File: src/signal_gen_pkg.sv
`default_nettype none

package signal_gen_pkg;

  localparam int PHASE_W    = 32;
  localparam int SAMPLE_W   = 16;
  localparam int AMP_SHIFT  = 15;
  localparam int LUT_ADDR_W = 6;
  localparam int FSC_MAX    = 1023;

  typedef logic        [PHASE_W-1:0]  phase_t;
  typedef logic signed [SAMPLE_W-1:0] sample_t;
  typedef logic        [15:0]         vc_word_t;
  typedef logic        [14:0]         amp_t;
  typedef logic        [9:0]          fsc_t;
  typedef logic        [31:0]         prt_t;

  typedef enum logic {
    MODE_CW    = 1'b0,
    MODE_PULSE = 1'b1
  } dds_mode_t;

  typedef struct packed {
    dds_mode_t mode;
    phase_t    fcw;                 // Tone frequency word
    amp_t      amp;                 // Linear gain, 32767 is full scale
    prt_t      prt_width;           // Gate high time in cycles
    prt_t      prt_cycle;           // Pulse period in cycles
  } dds_cfg_t;

  typedef struct packed {
    phase_t   vc_fcw;
    vc_word_t vc_amp;
    vc_word_t vc_offset;
  } vc_cfg_t;

  typedef struct packed {
    fsc_t dds_fsc;
    fsc_t vc1_fsc;
    fsc_t vc2_fsc;
  } dac_fsc_t;

  typedef struct packed {
    sample_t i;
    sample_t q;
  } iq_sample_t;

  // Quarter-wave entry k, evaluated at elaboration with a Q30 Taylor series
  function automatic sample_t sine_quarter(input int k);
    longint x;
    longint x2;
    longint term;
    longint sum;
    x    = (64'sd3373259426 * longint'(2 * k + 1)) >>> 8; // Pi * (2k+1) / 256
    x2   = (x * x) >>> 30;
    term = x;
    sum  = x;
    for (int n = 1; n < 10; n++)
    begin
      term = -((term * x2) >>> 30) / longint'((2 * n) * (2 * n + 1));
      sum  = sum + term;
    end
    return sample_t'((sum * 32767 + (64'sd1 <<< 29)) >>> 30); // Round to nearest
  endfunction

endpackage

`default_nettype wire

File: src/dac_ctrl_sync.sv
`timescale 1ns/1ps
`default_nettype none

module dac_ctrl_sync import signal_gen_pkg::*;
(
  input  wire logic     clk_user_bufg,
  input  wire logic     rst_glb,
  input  wire logic     dds_reset,
  input  wire dac_fsc_t fsc_req,
  output logic          dds_rst_sync,
  output dac_fsc_t      fsc
);

  logic rst_dds_d1;

  // Zero request means maximum current
  function automatic fsc_t fsc_fix(input fsc_t code);
    return (code == '0) ? fsc_t'(FSC_MAX) : code;
  endfunction

  always_ff @(posedge clk_user_bufg or posedge rst_glb)
  begin
    if (rst_glb)
    begin
      rst_dds_d1   <= 1'b1;           // DDS held in reset until released
      dds_rst_sync <= 1'b1;
    end
    else
    begin
      rst_dds_d1   <= dds_reset;
      dds_rst_sync <= rst_dds_d1;
    end
  end

  always_ff @(posedge clk_user_bufg or posedge rst_glb)
  begin
    if (rst_glb)
    begin
      fsc.dds_fsc <= fsc_t'(FSC_MAX);
      fsc.vc1_fsc <= fsc_t'(FSC_MAX);
      fsc.vc2_fsc <= fsc_t'(FSC_MAX);
    end
    else
    begin
      fsc.dds_fsc <= fsc_fix(fsc_req.dds_fsc);
      fsc.vc1_fsc <= fsc_fix(fsc_req.vc1_fsc);
      fsc.vc2_fsc <= fsc_fix(fsc_req.vc2_fsc);
    end
  end

endmodule

`default_nettype wire

File: src/dds_iq_core.sv
`timescale 1ns/1ps
`default_nettype none

module dds_iq_core import signal_gen_pkg::*;
(
  input  wire logic     clk_user_bufg,
  input  wire logic     rst_glb,
  input  wire logic     dds_rst_sync,
  input  wire dds_cfg_t cfg,
  input  wire logic     pulse_gate,
  output iq_sample_t    iq
);

  localparam int LUT_DEPTH = 1 << LUT_ADDR_W;

  sample_t                 lut [LUT_DEPTH];
  phase_t                  phase;
  logic [1:0]              quad_sin;
  logic [1:0]              quad_cos;
  logic [LUT_ADDR_W-1:0]   idx;
  sample_t                 sin_val;
  sample_t                 cos_val;
  sample_t                 s1_sin;
  sample_t                 s1_cos;
  logic                    s1_gate;
  logic signed [15:0]      amp_s;
  logic signed [31:0]      sin_prod;
  logic signed [31:0]      cos_prod;
  logic                    mute;

  // Constant quarter table
  for (genvar k = 0; k < LUT_DEPTH; k++)
  begin : g_lut
    assign lut[k] = sine_quarter(k);
  end

  // Odd quadrants read the table backwards, upper half is negated
  function automatic sample_t quad_lookup(input logic [1:0] quad,
                                          input logic [LUT_ADDR_W-1:0] addr);
    sample_t mag;
    mag = quad[0] ? lut[~addr] : lut[addr];
    return quad[1] ? -mag : mag;
  endfunction

  assign quad_sin = phase[PHASE_W-1 -: 2];
  assign quad_cos = quad_sin + 2'd1;    // Cosine leads by a quarter turn
  assign idx      = phase[PHASE_W-3 -: LUT_ADDR_W];
  assign sin_val  = quad_lookup(quad_sin, idx);
  assign cos_val  = quad_lookup(quad_cos, idx);

  assign amp_s    = {1'b0, cfg.amp};
  assign sin_prod = s1_sin * amp_s;
  assign cos_prod = s1_cos * amp_s;
  assign mute     = (cfg.mode == MODE_PULSE) && !s1_gate;

  // Phase accumulator
  always_ff @(posedge clk_user_bufg or posedge rst_glb)
  begin
    if (rst_glb)
      phase <= '0;
    else if (dds_rst_sync)
      phase <= '0;
    else
      phase <= phase + cfg.fcw;
  end

  // Stage 1, table lookup
  always_ff @(posedge clk_user_bufg or posedge rst_glb)
  begin
    if (rst_glb)
    begin
      s1_sin  <= '0;
      s1_cos  <= '0;
      s1_gate <= 1'b0;
    end
    else if (dds_rst_sync)
    begin
      s1_sin  <= '0;
      s1_cos  <= '0;
      s1_gate <= 1'b0;
    end
    else
    begin
      s1_sin  <= sin_val;
      s1_cos  <= cos_val;
      s1_gate <= pulse_gate;
    end
  end

  // Stage 2, amplitude scaling and pulse blanking
  always_ff @(posedge clk_user_bufg or posedge rst_glb)
  begin
    if (rst_glb)
      iq <= '0;
    else if (dds_rst_sync || mute)
      iq <= '0;
    else
    begin
      iq.i <= sample_t'(sin_prod >>> AMP_SHIFT);
      iq.q <= sample_t'(cos_prod >>> AMP_SHIFT);
    end
  end

endmodule

`default_nettype wire

File: src/pulse_timer.sv
`timescale 1ns/1ps
`default_nettype none

module pulse_timer import signal_gen_pkg::*;
(
  input  wire logic clk_user_bufg,
  input  wire logic rst_glb,
  input  wire logic dds_rst_sync,
  input  wire prt_t prt_width,
  input  wire prt_t prt_cycle,
  output logic      pulse_gate
);

  prt_t count;
  prt_t count_last;
  prt_t count_nxt;

  // Period of zero behaves as one
  assign count_last = (prt_cycle == '0) ? '0 : prt_cycle - 1'b1;
  assign count_nxt  = (count >= count_last) ? '0 : count + 1'b1;

  always_ff @(posedge clk_user_bufg or posedge rst_glb)
  begin
    if (rst_glb)
    begin
      count      <= '0;
      pulse_gate <= 1'b0;
    end
    else if (dds_rst_sync)
    begin
      count      <= '0;
      pulse_gate <= 1'b0;
    end
    else
    begin
      count      <= count_nxt;
      pulse_gate <= (count_nxt < prt_width); // Gate tracks the new count
    end
  end

endmodule

`default_nettype wire

File: src/signal_gen_top.sv
`timescale 1ns/1ps
`default_nettype none

module signal_gen_top import signal_gen_pkg::*;
(
  input  wire logic     clk_user_bufg,
  input  wire logic     rst_glb,
  input  wire logic     dds_reset,
  input  wire dds_cfg_t dds_cfg,
  input  wire vc_cfg_t  vc_cfg,
  input  wire dac_fsc_t fsc_req,
  output iq_sample_t    iq,
  output dac_fsc_t      fsc,
  output vc_word_t      vc_triangle,
  output vc_word_t      vc_dac_data
);

  logic dds_rst_sync;
  logic pulse_gate;

  dac_ctrl_sync dac_ctrl_sync_inst (
    .clk_user_bufg (clk_user_bufg),
    .rst_glb       (rst_glb),
    .dds_reset     (dds_reset),
    .fsc_req       (fsc_req),
    .dds_rst_sync  (dds_rst_sync),
    .fsc           (fsc)
  );

  pulse_timer pulse_timer_inst (
    .clk_user_bufg (clk_user_bufg),
    .rst_glb       (rst_glb),
    .dds_rst_sync  (dds_rst_sync),
    .prt_width     (dds_cfg.prt_width),
    .prt_cycle     (dds_cfg.prt_cycle),
    .pulse_gate    (pulse_gate)
  );

  dds_iq_core dds_iq_core_inst (
    .clk_user_bufg (clk_user_bufg),
    .rst_glb       (rst_glb),
    .dds_rst_sync  (dds_rst_sync),
    .cfg           (dds_cfg),
    .pulse_gate    (pulse_gate),
    .iq            (iq)
  );

  // Voltage-control DAC path, free running after global reset
  triangle_wave_gen triangle_wave_gen_inst (
    .clk_user_bufg (clk_user_bufg),
    .rst_glb       (rst_glb),
    .vc_cfg        (vc_cfg),
    .vc_triangle   (vc_triangle),
    .vc_dac_data   (vc_dac_data)
  );

endmodule

`default_nettype wire

File: src/triangle_wave_gen.sv
`timescale 1ns/1ps
`default_nettype none

module triangle_wave_gen import signal_gen_pkg::*;
(
  input  wire logic    clk_user_bufg,
  input  wire logic    rst_glb,
  input  wire vc_cfg_t vc_cfg,
  output vc_word_t     vc_triangle,
  output vc_word_t     vc_dac_data
);

  phase_t      phase;
  vc_word_t    ramp;
  vc_word_t    fold;
  logic [31:0] tri_prod;
  vc_word_t    tri_val;
  logic [16:0] dc_sum;

  assign ramp     = phase[30:15];
  assign fold     = phase[31] ? 16'hffff - ramp : ramp; // Falling half mirrors
  assign tri_prod = fold * vc_cfg.vc_amp;
  assign tri_val  = tri_prod[31:16];
  assign dc_sum   = {1'b0, tri_val} + {1'b0, vc_cfg.vc_offset};

  always_ff @(posedge clk_user_bufg or posedge rst_glb)
  begin
    if (rst_glb)
      phase <= '0;
    else
      phase <= phase + vc_cfg.vc_fcw;
  end

  always_ff @(posedge clk_user_bufg or posedge rst_glb)
  begin
    if (rst_glb)
    begin
      vc_triangle <= '0;
      vc_dac_data <= '0;
    end
    else
    begin
      vc_triangle <= tri_val;
      vc_dac_data <= dc_sum[16] ? 16'hffff : dc_sum[15:0]; // Clip at full scale
    end
  end

endmodule

`default_nettype wire

File: config.mk
export PLATFORM = sky130hd
export DESIGN_NAME = signal_gen_top
export DESIGN_NICKNAME = d
export VERILOG_FILES = /design/src/signal_gen_pkg.sv /design/src/dac_ctrl_sync.sv /design/src/dds_iq_core.sv /design/src/pulse_timer.sv /design/src/signal_gen_top.sv /design/src/triangle_wave_gen.sv
export SDC_FILE = /design/constraint.sdc
export NUM_CORES = 2
export LEC_CHECK = 0
export BUFFER_PORTS_ARGS = -buffer_cell sky130_fd_sc_hd__clkbuf_2
export CAP_MARGIN = 20
export CORE_UTILIZATION = 41
export DETAILED_ROUTE_END_ITERATION = 10
export SYNTH_ARGS = -nofsm -noshare
export SYNTH_HDL_FRONTEND = slang
export SYNTH_SLANG_ARGS = --single-unit
File: constraint.sdc
create_clock -name clk_user_bufg -period 23.4 [get_ports clk_user_bufg]
set_input_delay 4.68 -clock clk_user_bufg [delete_from_list [all_inputs] [get_ports clk_user_bufg]]
set_output_delay 4.68 -clock clk_user_bufg [all_outputs]
set_load 0.03 [all_outputs]
==> impl_metrics.yaml <==
synthesis:
  mappedNetlistArea_um2: 41600
  yosysSeqAreaShare_pct: 13.7
  synth_edf_count: 0
  ys_warn_count: 0
  synth_flop_cell: "dfrtp_1"
  synth_cells: 4622
  ys_ff_latch: 226
  async_reset_ff_share_pct: 100
  syn_avg_cell_area_um2: 8.99
  syn-num-nets: 5914
  synth_cell_types: 82
run_status:
  outcome: "finished, final reports clean"
critical_path:
  cp-startpoint: "vc_cfg[23]"
  max_stage_delay_ps: 590
  r2r_setup_slack_ps: 13660
  rr_worst_depth: 33
  cp_data_required_time_ps: 23830
  end_kind: "register"
  endpoint: "triangle_wave_gen_inst.vc_dac_data[2]"
  r2r-start: "triangle_wave_gen_inst.phase[31]"
  regToRegEndpoint: "triangle_wave_gen_inst.vc_dac_data[2]"
  worstSetupPathType: "input port to register"
  worstSetupStartpointType: "input port"
  path_common_cell: "fa_1"
  crit_path_max_fanout: 16
  crit_slowest_cell: "o31a_1"
  cp.arrival_ps: 12730
sta:
  hold_ws_ps: 357
  slew_violations: 0
  relSlewSlack_pct: 27.0
  setup_ws_ps: 11100
  period_minus_slack_ps: 12300
  fmax_mhz: 81.3
  tightest_slew_ps: 1080
  hold_viol_final: 0
  fin_crit_sh_pct: 52.6
  rsz0062_at_grt: "no"
  clock_skew_ps: 18.3
  setup_tns_ps: 0
  finalSetupViolCount: 0
clock_network:
  clk_latency_ps: 610
  cts_hold_buf: 0
  cts.clk_slew.worst_paths_ps: 60
  htree_num_levels: 1
  cts_resized: 0
  cts_sinks: 226
  cts_made_buffers: 29
  root_buffer: "clkbuf_16"
  cts_max_path_buffers: 3
  post_cts_buffers: 0
  cts_tree: "yes"
floorplan:
  ios: 303
  initial_core_util_pct: 41.4
  rows: 116
  die_x_um: 320
  core_um2: 100000
  die_area_um2: 103000
  fp.dieH_um: 320
grt:
  overflow: 0
  grt_first_pass_wirelength_mm: 173
  grt_max_degree: 98
  antenna_found_initial: 12
  grt_pass1_vias: 32746
  grt_use_total_pct: 20.9
worst_hold_path:
  holdCritStartpoint: "dac_ctrl_sync_inst.rst_dds_d1"
  min_path_type: "register to register"
placed_design:
  dp_hpwl_mm: 82.4
  gp_congestion: 0.922
  port-buffer-count: 302
  placed_area_um2: 44200
  place_ws_ps: 10490
drt:
  drt-total-wl_mm: 104
  viasPerCell: 5.11
  drcViolationCount: 0
  ant_nets: 0
  drtIter0Drc: 1746
  vias: 31532
  avgRoutedWirePerCell_um: 16.9
  dr.pass1.iters: 5
final_layout:
  fin_area_um2: 45200
  finalNetCount: 6076
  area_growth_pct: 8.65
  drive_gt1_share_pct: 9.53
flow_run:
  drv_cap: 0
==> synth_stat cells, drive strengths merged, types with 20 or more instances <==
cell type    n  area [µm²]
o211ai      20         150
a21oi      148         741
xor2       110         963
dfrtp      194        4850
a21o        79         593
nand2b      61         382
nand4       26         163
buf         32         165
nor2b       33         206
a31oi       21         131
o21ai       92         460
clkbuf     166         623
and3        30         188
a211oi      29         218
nor2       267        1000
ha         407        5090
mux2i       22         220
dfstp       32         841
nor3        51         260
fa         676       13500
nand3       61         305
nand2      521        1960
and2       351        2200
xnor2      125        1090
inv        833        3130
==> layout by cell type, fill, tap and decap left out, types with 21 or more instances in the layout <==
master,n
and3_1,30
inv_1,830
and2_1,351
xor2_1,105
o21ai_0,91
buf_4,27
nand4_1,26
nand2b_1,61
nor2b_1,33
fa_1,676
a211oi_1,29
dfstp_2,32
nor3_1,50
mux2i_1,22
xnor2_1,125
dfrtp_1,191
nand2_1,521
clkbuf_16,29
a21o_1,79
clkbuf_2,302
ha_1,407
a31oi_1,21
nand3_1,61
a21oi_1,148
nor2_1,267
==> through the flow <==
stage / std cells / util, %
after CTS: 6164 / 45.0
after detailed placement: 6110 / 44.1
final: 6167 / 45.0
after floorplan: 4622 / -
after global routing: 6166 / 45.0
after global placement: 6110 / 44.1
==> cells by family (layout without fill, tap and decap cells) <==
| family | count (synthesis) | count (layout) | synth area share (%) |
|---|---|---|---|
| and+or+nand+nor | 1469 | 1469 | 17.2 |
| adders and majority gates | 1083 | 1083 | 44.8 |
| buffers and inverters | 1032 | 1217 | 9.43 |
| AOI/OAI and AO/OA | 533 | 533 | 8.48 |
| xor gates and xnor gates | 235 | 235 | 4.95 |
| DFF | 226 | 226 | 13.7 |
| muxes | 44 | 44 | 1.40 |
| other | 0 | 3 | 0 |
==> state kept, by name, indices dropped and copies added (netlist names) <==
register / count
triangle_wave_gen_inst.vc_dac_data: 16
pulse_timer_inst.count: 32
triangle_wave_gen_inst.vc_triangle: 16
triangle_wave_gen_inst.phase: 32
pulse_timer_inst.pulse_gate: 1
dds_iq_core_inst.s1_cos: 16
dds_iq_core_inst.iq: 32
dac_ctrl_sync_inst.rst_dds_d1: 1
dds_iq_core_inst.s1_sin: 16
dds_iq_core_inst.phase: 32
dds_iq_core_inst.s1_gate: 1
dac_ctrl_sync_inst.fsc: 30
dac_ctrl_sync_inst.dds_rst_sync: 1
==> cell type report <==
cell class,count,area (µm²)
Fill cell,9864,55100
Multi-Input combinational cell,3364,32000
Sequential cell,226,5700
Inverter,834,3140
Timing Repair Buffer,329,1710
Tap cell,1357,1700
Clock buffer,45,846
Clock inverter,9,65.1
Antenna cell,3,7.51
==> worst min path at each step <==
stage,to,slack [ps],depth (start not counted)
after CTS,dac_ctrl_sync_inst.dds_rst_sync,360,0
final,dac_ctrl_sync_inst.dds_rst_sync,360,0
after floorplan,dac_ctrl_sync_inst.dds_rst_sync,350,0
after global placement,dac_ctrl_sync_inst.dds_rst_sync,350,0
after detailed placement,dac_ctrl_sync_inst.dds_rst_sync,350,0
after global routing,dac_ctrl_sync_inst.dds_rst_sync,370,0
==> critical path, delay by kind of cell <==
kind                     cells  cell delay, ps
adder cells (fa/ha/maj)      8            3570
AND/OR/NAND/NOR              8            1040
buffers and inverters        6             570
AO/OA/AOI/OAI               11            2870
==> per-layer routing <==
layer,part of all wire [%],global-route usage [%],vias to the layer above
li1,-,-,14813
met1,44,28.2,15793
met2,48,34.9,764
met3,5.9,3.67,146
met4,1.9,4.43,16
met5,0.10,0,-
Power is left out: the tool's default activity adds up to more than one toggle a clock period on the data nets, which glitch-free logic cannot reach.
